<file path="src/hw/axi_pkg.sv">
package axi_pkg;

  localparam int AXI_ADDR_W = 32;
  localparam int AXI_DATA_W = 64;
  localparam int AXI_ID_W   = 4;
  localparam int AXI_STRB_W = AXI_DATA_W / 8;

  localparam logic [2:0] AXI_SIZE_4B    = 3'b010;
  localparam logic [1:0] AXI_BURST_INCR = 2'b01;
  localparam logic [1:0] AXI_RESP_OKAY  = 2'b00;

  typedef struct packed {
    logic [AXI_ADDR_W-1:0] addr;
    logic [AXI_ID_W-1:0]   id;
    logic [7:0]            len;
    logic [2:0]            size;
    logic [1:0]            burst;
  } axi_ar_t;

  typedef struct packed {
    logic [AXI_ADDR_W-1:0] addr;
    logic [AXI_ID_W-1:0]   id;
    logic [7:0]            len;
    logic [2:0]            size;
    logic [1:0]            burst;
  } axi_aw_t;

  typedef struct packed {
    logic [AXI_DATA_W-1:0] data;
    logic [AXI_STRB_W-1:0] strb;
    logic                  last;
  } axi_w_t;

  typedef struct packed {
    logic [AXI_DATA_W-1:0] data;
    logic [1:0]            resp;
    logic                  last;
    logic [AXI_ID_W-1:0]   id;
  } axi_r_t;

  typedef struct packed {
    logic [1:0]          resp;
    logic [AXI_ID_W-1:0] id;
  } axi_b_t;

endpackage

</file>
<file path="src/hw/rv_isa_pkg.sv">
package rv_isa_pkg;

  // first fetch address after reset
  localparam logic [31:0] RESET_PC = 32'h8000_0000;

  // major opcodes of the supported subset
  localparam logic [6:0] OPC_OP_IMM = 7'b0010011;
  localparam logic [6:0] OPC_OP     = 7'b0110011;
  localparam logic [6:0] OPC_LUI    = 7'b0110111;
  localparam logic [6:0] OPC_LOAD   = 7'b0000011;
  localparam logic [6:0] OPC_STORE  = 7'b0100011;
  localparam logic [6:0] OPC_BRANCH = 7'b1100011;
  localparam logic [6:0] OPC_SYSTEM = 7'b1110011;

  localparam logic [31:0] INSTR_EBREAK = 32'h0010_0073;

  typedef enum logic [2:0] {
    ALU_ADD,
    ALU_SUB,
    ALU_AND,
    ALU_OR,
    ALU_XOR,
    ALU_SLT,
    ALU_PASS_B
  } alu_op_e;

  typedef enum logic {
    WB_ALU,
    WB_LOAD
  } wb_sel_e;

  typedef struct packed {
    logic [4:0]  rd;
    logic [4:0]  rs1;
    logic [4:0]  rs2;
    logic [31:0] imm;
    alu_op_e     alu_op;
    logic        use_imm;
    logic        reg_write;
    wb_sel_e     wb_sel;
    logic        is_load;
    logic        is_store;
    logic        is_branch;
    logic        branch_ne;
    logic        is_halt;
    logic        illegal;
  } decoded_t;

endpackage

</file>
<file path="src/hw/axi_master_port.sv">
`timescale 1ns/1ps

module axi_master_port import axi_pkg::*; (
  input  logic        clock,
  input  logic        rst_n,
  input  logic        req_valid,
  input  logic        req_write,
  input  logic [31:0] req_addr,
  input  logic [31:0] req_wdata,
  output logic        req_done,
  output logic [31:0] rsp_rdata,
  output logic        rsp_err,
  output axi_ar_t     ar,
  output logic        arvalid,
  input  logic        arready,
  input  axi_r_t      r,
  input  logic        rvalid,
  output logic        rready,
  output axi_aw_t     aw,
  output logic        awvalid,
  input  logic        awready,
  output axi_w_t      w,
  output logic        wvalid,
  input  logic        wready,
  input  axi_b_t      b,
  input  logic        bvalid,
  output logic        bready
);

  typedef enum logic [1:0] {
    S_IDLE,
    S_ADDR,
    S_RESP
  } state_e;

  state_e      state;
  logic        write_q;
  logic [31:0] addr_q;
  logic [31:0] wdata_q;
  logic        lane_hi;

  always_ff @(posedge clock) begin
    if (!rst_n) begin
      state   <= S_IDLE;
      write_q <= 1'b0;
      arvalid <= 1'b0;
      awvalid <= 1'b0;
      wvalid  <= 1'b0;
      rready  <= 1'b0;
      bready  <= 1'b0;
    end else begin
      case (state)
        S_IDLE: begin
          if (req_valid) begin
            write_q <= req_write;
            arvalid <= !req_write;
            awvalid <= req_write;
            wvalid  <= req_write;
            state   <= S_ADDR;
          end
        end
        S_ADDR: begin
          if (write_q) begin
            // aw and w complete independently
            if (awready) awvalid <= 1'b0;
            if (wready) wvalid <= 1'b0;
            if ((awready || !awvalid) && (wready || !wvalid)) begin
              bready <= 1'b1;
              state  <= S_RESP;
            end
          end else if (arready) begin
            arvalid <= 1'b0;
            rready  <= 1'b1;
            state   <= S_RESP;
          end
        end
        S_RESP: begin
          if (req_done) begin
            rready <= 1'b0;
            bready <= 1'b0;
            state  <= S_IDLE;
          end
        end
        default: state <= S_IDLE;
      endcase
    end
  end

  always_ff @(posedge clock) begin
    if (state == S_IDLE && req_valid) begin
      addr_q  <= req_addr;
      wdata_q <= req_wdata;
    end
  end

  assign lane_hi = addr_q[2];

  assign ar = '{addr: addr_q, id: '0, len: '0, size: AXI_SIZE_4B, burst: AXI_BURST_INCR};
  assign aw = '{addr: addr_q, id: '0, len: '0, size: AXI_SIZE_4B, burst: AXI_BURST_INCR};
  assign w  = '{data: {2{wdata_q}}, strb: lane_hi ? 8'hF0 : 8'h0F, last: 1'b1};

  assign req_done  = (state == S_RESP) && (write_q ? (bvalid && bready) : (rvalid && rready));
  assign rsp_rdata = lane_hi ? r.data[63:32] : r.data[31:0];
  assign rsp_err   = req_done && ((write_q ? b.resp : r.resp) != AXI_RESP_OKAY);

  assert property (@(posedge clock) disable iff (!rst_n)
    arvalid && !arready |=> arvalid && $stable(ar.addr));

  // w payload held until accepted
  assert property (@(posedge clock) disable iff (!rst_n)
    wvalid && !wready |=> wvalid && $stable(w));

  assert property (@(posedge clock) disable iff (!rst_n) req_done |-> req_valid);

endmodule

</file>
<file path="src/hw/rv_core.sv">
`timescale 1ns/1ps

module rv_core import rv_isa_pkg::*, axi_pkg::*; (
  input  logic    clock,
  input  logic    rst_n,
  output logic    halted,
  output axi_ar_t ar,
  output logic    arvalid,
  input  logic    arready,
  input  axi_r_t  r,
  input  logic    rvalid,
  output logic    rready,
  output axi_aw_t aw,
  output logic    awvalid,
  input  logic    awready,
  output axi_w_t  w,
  output logic    wvalid,
  input  logic    wready,
  input  axi_b_t  b,
  input  logic    bvalid,
  output logic    bready
);

  typedef enum logic [2:0] {
    C_FETCH,
    C_EXECUTE,
    C_MEM,
    C_WRITEBACK,
    C_HALT
  } core_state_e;

  core_state_e state;
  logic [31:0] pc_q;
  logic [31:0] ir_q;
  logic [31:0] load_q;
  decoded_t    dec;
  logic [31:0] rs1_val;
  logic [31:0] rs2_val;
  logic [31:0] alu_result;
  logic [31:0] mem_addr;
  logic [31:0] next_pc;
  logic        req_valid;
  logic        req_write;
  logic [31:0] req_addr;
  logic        req_done;
  logic [31:0] rsp_rdata;
  logic        rsp_err;

  always_ff @(posedge clock) begin
    if (!rst_n) begin
      state <= C_FETCH;
      pc_q  <= RESET_PC;
      ir_q  <= '0;
    end else begin
      case (state)
        C_FETCH: begin
          if (req_done) begin
            ir_q  <= rsp_rdata;
            state <= rsp_err ? C_HALT : C_EXECUTE;
          end
        end
        C_EXECUTE: begin
          if (dec.illegal || dec.is_halt) state <= C_HALT;
          else if (dec.is_load || dec.is_store) state <= C_MEM;
          else state <= C_WRITEBACK;
        end
        C_MEM: begin
          if (req_done) state <= rsp_err ? C_HALT : C_WRITEBACK;
        end
        C_WRITEBACK: begin
          pc_q  <= next_pc;
          state <= C_FETCH;
        end
        // halt is sticky until reset
        default: state <= C_HALT;
      endcase
    end
  end

  always_ff @(posedge clock) begin
    if (state == C_MEM && req_done) load_q <= rsp_rdata;
  end

  assign halted    = state == C_HALT;
  assign req_valid = (state == C_FETCH) || (state == C_MEM);
  assign req_write = (state == C_MEM) && dec.is_store;
  assign req_addr  = (state == C_FETCH) ? pc_q : mem_addr;

  rv_decode u_decode (.instr(ir_q), .dec(dec));

  rv_execute u_execute (
    .dec(dec), .pc(pc_q), .rs1_val(rs1_val), .rs2_val(rs2_val),
    .alu_result(alu_result), .mem_addr(mem_addr), .next_pc(next_pc)
  );

  rv_result u_result (
    .clock(clock), .rst_n(rst_n), .dec(dec), .wb_en(state == C_WRITEBACK),
    .alu_result(alu_result), .load_data(load_q), .rs1_val(rs1_val), .rs2_val(rs2_val)
  );

  axi_master_port u_port (
    .clock(clock), .rst_n(rst_n),
    .req_valid(req_valid), .req_write(req_write), .req_addr(req_addr),
    .req_wdata(rs2_val), .req_done(req_done), .rsp_rdata(rsp_rdata), .rsp_err(rsp_err),
    .ar(ar), .arvalid(arvalid), .arready(arready),
    .r(r), .rvalid(rvalid), .rready(rready),
    .aw(aw), .awvalid(awvalid), .awready(awready),
    .w(w), .wvalid(wvalid), .wready(wready),
    .b(b), .bvalid(bvalid), .bready(bready)
  );

  // branch offsets may carry bit 1
  assert property (@(posedge clock) disable iff (!rst_n) pc_q[1:0] == 2'b00);

endmodule

</file>
<file path="src/hw/rv_decode.sv">
`timescale 1ns/1ps

module rv_decode import rv_isa_pkg::*; (
  input  logic [31:0] instr,
  output decoded_t    dec
);

  logic [6:0]  opcode;
  logic [2:0]  funct3;
  logic [6:0]  funct7;
  logic [31:0] imm_i;
  logic [31:0] imm_s;
  logic [31:0] imm_b;
  logic [31:0] imm_u;

  assign opcode = instr[6:0];
  assign funct3 = instr[14:12];
  assign funct7 = instr[31:25];

  assign imm_i = {{20{instr[31]}}, instr[31:20]};
  assign imm_s = {{20{instr[31]}}, instr[31:25], instr[11:7]};
  assign imm_b = {{19{instr[31]}}, instr[31], instr[7], instr[30:25], instr[11:8], 1'b0};
  assign imm_u = {instr[31:12], 12'b0};

  always_comb begin
    dec        = '0;
    dec.rd     = instr[11:7];
    dec.rs1    = instr[19:15];
    dec.rs2    = instr[24:20];
    dec.alu_op = ALU_ADD;
    dec.wb_sel = WB_ALU;
    case (opcode)
      OPC_OP_IMM: begin
        dec.imm       = imm_i;
        dec.use_imm   = 1'b1;
        dec.reg_write = 1'b1;
        // addi only
        dec.illegal   = funct3 != 3'b000;
      end
      OPC_OP: begin
        dec.reg_write = 1'b1;
        case ({funct7, funct3})
          {7'h00, 3'b000}: dec.alu_op = ALU_ADD;
          {7'h20, 3'b000}: dec.alu_op = ALU_SUB;
          {7'h00, 3'b111}: dec.alu_op = ALU_AND;
          {7'h00, 3'b110}: dec.alu_op = ALU_OR;
          {7'h00, 3'b100}: dec.alu_op = ALU_XOR;
          {7'h00, 3'b010}: dec.alu_op = ALU_SLT;
          default:         dec.illegal = 1'b1;
        endcase
      end
      OPC_LUI: begin
        dec.imm       = imm_u;
        dec.use_imm   = 1'b1;
        dec.alu_op    = ALU_PASS_B;
        dec.reg_write = 1'b1;
      end
      OPC_LOAD: begin
        dec.imm       = imm_i;
        dec.use_imm   = 1'b1;
        dec.reg_write = 1'b1;
        dec.wb_sel    = WB_LOAD;
        dec.is_load   = 1'b1;
        dec.illegal   = funct3 != 3'b010;
      end
      OPC_STORE: begin
        dec.imm      = imm_s;
        dec.is_store = 1'b1;
        dec.illegal  = funct3 != 3'b010;
      end
      OPC_BRANCH: begin
        dec.imm       = imm_b;
        dec.is_branch = 1'b1;
        dec.branch_ne = funct3[0];
        // beq and bne only
        dec.illegal   = funct3[2:1] != 2'b00;
      end
      OPC_SYSTEM: begin
        dec.is_halt = instr == INSTR_EBREAK;
        dec.illegal = instr != INSTR_EBREAK;
      end
      default: dec.illegal = 1'b1;
    endcase
  end

endmodule

</file>
<file path="src/hw/rv_execute.sv">
`timescale 1ns/1ps

module rv_execute import rv_isa_pkg::*; (
  input  decoded_t    dec,
  input  logic [31:0] pc,
  input  logic [31:0] rs1_val,
  input  logic [31:0] rs2_val,
  output logic [31:0] alu_result,
  output logic [31:0] mem_addr,
  output logic [31:0] next_pc
);

  logic [31:0] op_b;
  logic        equal;
  logic        taken;

  assign op_b = dec.use_imm ? dec.imm : rs2_val;

  always_comb begin
    case (dec.alu_op)
      ALU_ADD:    alu_result = rs1_val + op_b;
      ALU_SUB:    alu_result = rs1_val - op_b;
      ALU_AND:    alu_result = rs1_val & op_b;
      ALU_OR:     alu_result = rs1_val | op_b;
      ALU_XOR:    alu_result = rs1_val ^ op_b;
      ALU_SLT:    alu_result = {31'b0, $signed(rs1_val) < $signed(op_b)};
      ALU_PASS_B: alu_result = op_b;
      default:    alu_result = '0;
    endcase
  end

  // loads and stores share the I/S immediate slot
  assign mem_addr = rs1_val + dec.imm;

  assign equal   = rs1_val == rs2_val;
  assign taken   = dec.is_branch && (equal ^ dec.branch_ne);
  assign next_pc = taken ? pc + dec.imm : pc + 32'd4;

endmodule

</file>
<file path="src/hw/rv_result.sv">
`timescale 1ns/1ps

module rv_result import rv_isa_pkg::*; (
  input  logic        clock,
  input  logic        rst_n,
  input  decoded_t    dec,
  input  logic        wb_en,
  input  logic [31:0] alu_result,
  input  logic [31:0] load_data,
  output logic [31:0] rs1_val,
  output logic [31:0] rs2_val
);

  logic [31:0] regs [31:1];
  logic [31:0] wb_data;

  assign wb_data = (dec.wb_sel == WB_LOAD) ? load_data : alu_result;

  always_ff @(posedge clock) begin
    if (!rst_n) begin
      for (int i = 1; i < 32; i++) begin
        regs[i] <= '0;
      end
    end else if (wb_en && dec.reg_write && dec.rd != 5'd0) begin
      regs[dec.rd] <= wb_data;
    end
  end

  // x0 is hardwired
  assign rs1_val = (dec.rs1 == 5'd0) ? 32'd0 : regs[dec.rs1];
  assign rs2_val = (dec.rs2 == 5'd0) ? 32'd0 : regs[dec.rs2];

  // writeback never spans two cycles
  assert property (@(posedge clock) disable iff (!rst_n) wb_en |=> !wb_en);

endmodule

</file>
<file path="src/hw/rv_soc_top.sv">
`timescale 1ns/1ps

module rv_soc_top import axi_pkg::*; (
  input  logic        clock,
  input  logic        rst_n,
  input  logic        io_master_arready,
  output logic        io_master_arvalid,
  output logic [31:0] io_master_araddr,
  output logic [3:0]  io_master_arid,
  output logic [7:0]  io_master_arlen,
  output logic [2:0]  io_master_arsize,
  output logic [1:0]  io_master_arburst,
  output logic        io_master_rready,
  input  logic        io_master_rvalid,
  input  logic [1:0]  io_master_rresp,
  input  logic [63:0] io_master_rdata,
  input  logic        io_master_rlast,
  input  logic [3:0]  io_master_rid,
  input  logic        io_master_awready,
  output logic        io_master_awvalid,
  output logic [31:0] io_master_awaddr,
  output logic [3:0]  io_master_awid,
  output logic [7:0]  io_master_awlen,
  output logic [2:0]  io_master_awsize,
  output logic [1:0]  io_master_awburst,
  input  logic        io_master_wready,
  output logic        io_master_wvalid,
  output logic [63:0] io_master_wdata,
  output logic [7:0]  io_master_wstrb,
  output logic        io_master_wlast,
  output logic        io_master_bready,
  input  logic        io_master_bvalid,
  input  logic [1:0]  io_master_bresp,
  input  logic [3:0]  io_master_bid,
  output logic        halted
);

  axi_ar_t ar;
  axi_aw_t aw;
  axi_w_t  w;
  axi_r_t  r;
  axi_b_t  b;

  // flat pins follow struct field order
  assign {io_master_araddr, io_master_arid, io_master_arlen, io_master_arsize,
          io_master_arburst} = ar;
  assign {io_master_awaddr, io_master_awid, io_master_awlen, io_master_awsize,
          io_master_awburst} = aw;
  assign {io_master_wdata, io_master_wstrb, io_master_wlast} = w;
  assign r = {io_master_rdata, io_master_rresp, io_master_rlast, io_master_rid};
  assign b = {io_master_bresp, io_master_bid};

  rv_core u_core (
    .clock  (clock),
    .rst_n  (rst_n),
    .halted (halted),
    .ar     (ar),
    .arvalid(io_master_arvalid),
    .arready(io_master_arready),
    .r      (r),
    .rvalid (io_master_rvalid),
    .rready (io_master_rready),
    .aw     (aw),
    .awvalid(io_master_awvalid),
    .awready(io_master_awready),
    .w      (w),
    .wvalid (io_master_wvalid),
    .wready (io_master_wready),
    .b      (b),
    .bvalid (io_master_bvalid),
    .bready (io_master_bready)
  );

endmodule

</file>
<file path="config.mk">
export PLATFORM = sky130hd
export DESIGN_NAME = rv_soc_top
export DESIGN_NICKNAME = d
export VERILOG_FILES = /design/src/hw/axi_pkg.sv /design/src/hw/rv_isa_pkg.sv /design/src/hw/axi_master_port.sv /design/src/hw/rv_core.sv /design/src/hw/rv_decode.sv /design/src/hw/rv_execute.sv /design/src/hw/rv_result.sv /design/src/hw/rv_soc_top.sv
export SDC_FILE = /design/constraint.sdc
export NUM_CORES = 2
export LEC_CHECK = 0
export BUFFER_PORTS_ARGS = -buffer_cell sky130_fd_sc_hd__buf_4
export CAP_MARGIN = 20
export CORE_MARGIN = 1
export CORE_UTILIZATION = 51
export DETAILED_ROUTE_END_ITERATION = 10
export PLACE_DENSITY = 0.76
export SLEW_MARGIN = 20
export SYNTH_ARGS = -nofsm -noshare
export SYNTH_HDL_FRONTEND = slang
export SYNTH_HIERARCHICAL = 1
export SYNTH_SLANG_ARGS = --single-unit
</file>
<file path="constraint.sdc">
create_clock -name clock -period 7.18 [get_ports clock]
set_clock_uncertainty 0.05 [all_clocks]
set_input_delay 0.359 -clock clock [delete_from_list [all_inputs] [get_ports clock]]
set_output_delay 0.359 -clock clock [all_outputs]
set_load 0.005 [all_outputs]
</file>
==> out/results.tsv <==
stage	metric	value	unit
clock_network	CTS clk-pin slew, worst paths	0.06	ns
placed_design	count of input and output buffers	216	
sta	Final Setup Violations	12	
die	Die H	375	µm
drt	1st-pass router iterations	6	
clock_network	CTS HTree Levels	4	
sta	unrepaired setup endpoints after global routing	no	
clock_network	Root Driver	clkbuf_16	
synth	Yosys reg bits	1195	
synth	Yosys top cell by area	edfxtp_1	
critical_path	reg2reg path depth	18	
run	max cap viols	0	
critical_path	Startpoint Class	flip-flop	
final_layout	share of cells above drive strength 1	22.1	%
power	power per cell area	202	mW/mm²
sta	Final Critical Period	7.21	ns
clock_network	Sink Count	1195	
final_layout	fin nets	6418	
critical_path	crit end category	flip-flop	
global_routing	first-pass GRT wire length	356000	µm
critical_path	classification of the worst setup path	reg -> reg	
critical_path	Reg2Reg Capture Point	u_core/u_result/regs[20][31]	
power	switch share	23.5	%
placed_design	Post-Place Cells	7763	
sta	slew of the pin with the lowest slew margin	1.31	ns
outcome	outcome	complete, but fails checks	
synth	Yosys warning total	6	
power	P_int	12.5	mW
placed_design	GP Congestion	1.03	
critical_path	Register-to-Register Setup Slack	-0.03	ns
die	cell row count	136	
critical_path	Critical Path RT	7.63	ns
global_routing	initial antenna violation count	5	
synth	Cell variety after synth	101	
synth	fraction of registers with async set or reset after synthesis	0	%
global_routing	GRT Overall Usage	34.6	%
power	Peak supply drop	221	µV
synth	Syn Std Cell Area	0.0710	mm²
critical_path	Critical R2R Launch	u_core/ir_q[23]	
die	Starting Density	51.5	%
power	part of the power in registers	50.2	%
final_layout	Final Instance Count excl. Fillers	8047	
drt	WL met3	36200	µm
clock_network	total CTS buffers	130	
placed_design	DP HPWL	164000	µm
drt	Antenna Violating Nets Remaining	0	
sta	Hold Fails Final Rpt	0	
min_path	Min-Delay Endpoint	u_core/ir_q[26]	
drt	drt drc	0	
min_path	hold_sp	io_master_rdata[26]	
sta	final slew viol count	0	
drt	WL final	248000	µm
clock_network	Clock Path Buffers	3	
outcome	failing checks	negative setup slack	
final_layout	layout filler cell count	10600	
drt	Met2 Wirelength	112000	µm
global_routing	vias in the first global route	54000	
power	clock power share	42.2	%
drt	Met1 Wirelength	80900	µm
synth	Yosys top cell area share	47.4	%
final_layout	Layout area overhead	13.5	%
critical_path	Arr. time, crit path	7.66	ns
die	core area	0.138	mm²
power	total power	16.3	mW
die	I/O pin count	261	
final_layout	# diodes	0	
power	Net Switching	3.82	mW
power	Comb pwr share	7.6	%
clock_network	CTS tree	done	
power	leak pwr	27.0	nW
synth	top post-synthesis cells by area	edfxtp_1 47%, mux4_2 13%, nor2_1 6.0%, mux2i_1 4.5%, ha_1 3.1%	
die	width of the die	375	µm
drt	vias	55300	
sta	max frequency	0.139	GHz
sta	crit share post-route	100	%
sta	Worst slew margin	12.1	%
drt	highest metal used	met5	
drt	initial drt markers	8468	
global_routing	largest net degree at the start of global routing	101	
synth	Post-synth EDFFs	1120	
synth	Synth Flop Type	edfxtp_1	
die	DIE AREA	0.141	mm²
min_path	worst hold path class	in -> reg	
sta	worst setup margin	-0.0310	ns
synth	sequential area share after synthesis	49.5	%
global_routing	GRT Residual Overflow	0	
critical_path	crit path launch	u_core/ir_q[23]	
clock_network	Skew-Pair Late Insertion Delay	0.80	ns
critical_path	worst-path fanout max	32	
drt	vias per cell	6.88	
min_path	hold depth	4	
synth	synthesized netlist cell count	5986	
synth	Avg Cell Area, Syn	11.9	µm²
drt	WL/cell	30.8	µm
-- what timing repair did --
item                                    CTS  global route
hold endpoints to repair                 28             0
resized for setup                         0             2
hold buffers                             46             0
endpoints found under the setup margin    0            52
buffers inserted                          0             0
-- synthesized netlist by cell type (10+ instances only) --
cell type     n
mux4_2      415
nand4_1      28
xor2_1       33
mux2_1       32
xnor2_1     104
nor2b_1      69
o221ai_1     44
a22o_1       52
nor2_1     1129
buf_6        10
buf_1        21
a211oi_1     63
nand2b_1     26
or3_1        19
a21o_1       65
o22ai_1      64
o32ai_1      19
nor3b_1      12
clkbuf_1    342
a31oi_1      22
nand2_1     297
buf_4       162
o21ai_1      13
a21boi_0     33
dfxtp_1      75
o21a_1       19
ha_1        177
nor4_1       22
a21oi_1     201
o21ai_0     126
and2_1       29
and3_1       22
edfxtp_1   1120
mux2i_1     322
a2111oi_0    31
a22oi_1      76
o211ai_1     21
o21bai_1     15
mux2_2       74
nand3_1      73
inv_1       148
nor3_1       92
o31ai_1      10
buf_2        96
-- how the worst max path moves through the flow --
stage | to | slack, ns
6_report | u_core/u_result/regs[20][31] | -0.03
5_1_grt | u_core/u_result/regs[20][31] | 0.003
4_1_cts | u_core/u_result/regs[14][22] | 0.17
3_5_place_dp | u_core/u_result/regs[18][22] | 0.20
3_3_place_gp | u_core/u_result/regs[17][22] | 0.31
2_1_floorplan | u_core/u_result/regs[15][21] | 1.54
-- power by group through the flow --
stage	logic [mW]	clock network (mW)	registers, mW
6_report	1.23	6.89	8.18
5_1_grt	1.28	7.18	8.21
4_1_cts	1.20	6.92	8.17
3_5_place_dp	1.16	0	8.31
3_3_place_gp	1.14	0	8.28
2_1_floorplan	0.724	0	8.23
-- critical path, stage by stage, from the launching register on --
cell and delay [ns]:
dfxtp_2 0.59, and2_2 0.66, buf_4 0.31, a22o_1 0.20
a2111oi_0 0.08, nor3_1 1.04, mux2i_1 0.35, ha_1 0.53
a21o_1 0.25, a221o_1 0.38, o21ai_0 0.51, a21oi_1 0.18
o21ai_1 0.43, o21ai_0 0.26, a311oi_1 0.34, o22ai_1 0.17
mux2i_4 0.20, buf_12 0.24, nor2_1 0.09
-- routing by layer --
layer  GRT usage, %  vias to the layer above
li1               -                    22600
met1           40.8                    26900
met2           54.1                     4668
met3           11.4                     1144
met4           23.0                        8
met5              0                        -
-- registers in the layout (all words and copies together), names as in the netlist --
register	flops
u_core/u_port/addr_q	32
u_core/u_port/arvalid	1
u_core/ir_q	32
u_core/u_port/wvalid	1
u_core/u_port/write_q	1
u_core/u_port/awvalid	1
u_core/u_port/bready	1
u_core/pc_q	32
u_core/u_result/regs	1024
u_core/u_port/rready	1
u_core/u_port/state	2
u_core/u_port/wdata_q	32
u_core/load_q	32
u_core/state	3
-- cells in the final DEF, fill, tap and decap left out, types with 62 or more instances in the layout --
cell,Yosys,routed
a211oi_1,63,62
a21o_1,65,65
a21oi_1,201,201
a22oi_1,76,76
buf_4,162,510
clkbuf_16,0,134
conb_1,3,67
dfxtp_1,75,66
edfxtp_1,1120,1120
ha_1,177,177
inv_1,148,148
mux2_2,74,74
mux2i_1,322,290
mux4_2,415,415
nand2_1,297,268
nand3_1,73,73
nor2_1,1129,1125
nor2b_1,69,65
nor3_1,92,82
o21ai_0,126,125
o22ai_1,64,64
xnor2_1,104,104
-- logic make-up after synthesis --
logic type | Yosys count | synth area share, %
flip-flops | 1195 | 49.5
buffers and inverters | 785 | 5.29
AO/OA/AOI/OAI | 972 | 9.47
adder cells (fa/ha/maj) | 181 | 3.23
XOR/XNOR | 137 | 1.69
other | 3 | 0.0159
multiplexers | 843 | 19.4
AND/OR/NAND/NOR | 1870 | 11.4
-- final cells by class --
cell class	instances	area (µm²)	area share [%]
clock inverter	73	853	1.06
multi-input combinational	4070	33000	40.9
tap	1794	2240	2.79
clock buffer	159	3490	4.33
sequential	1195	35200	43.6
inverter	151	567	0.704
timing repair buffer	605	5300	6.58
-- through the flow --
step	util (%)	instance area, µm²	setup TNS (ns)	worst slack, ns	hold WS, ns
2_1_floorplan	-	71200	0	1.54	0.385
3_3_place_gp	54.8	75600	0	0.308	0.411
3_5_place_dp	54.8	75600	0	0.199	0.408
4_1_cts	58.3	80400	0	0.169	0.000207
5_1_grt	58.5	80600	0	0.00329	0.0116
6_report	58.5	80600	-0.118	-0.0310	0.0229
Note: power is estimated with default switching activity, not from simulation.
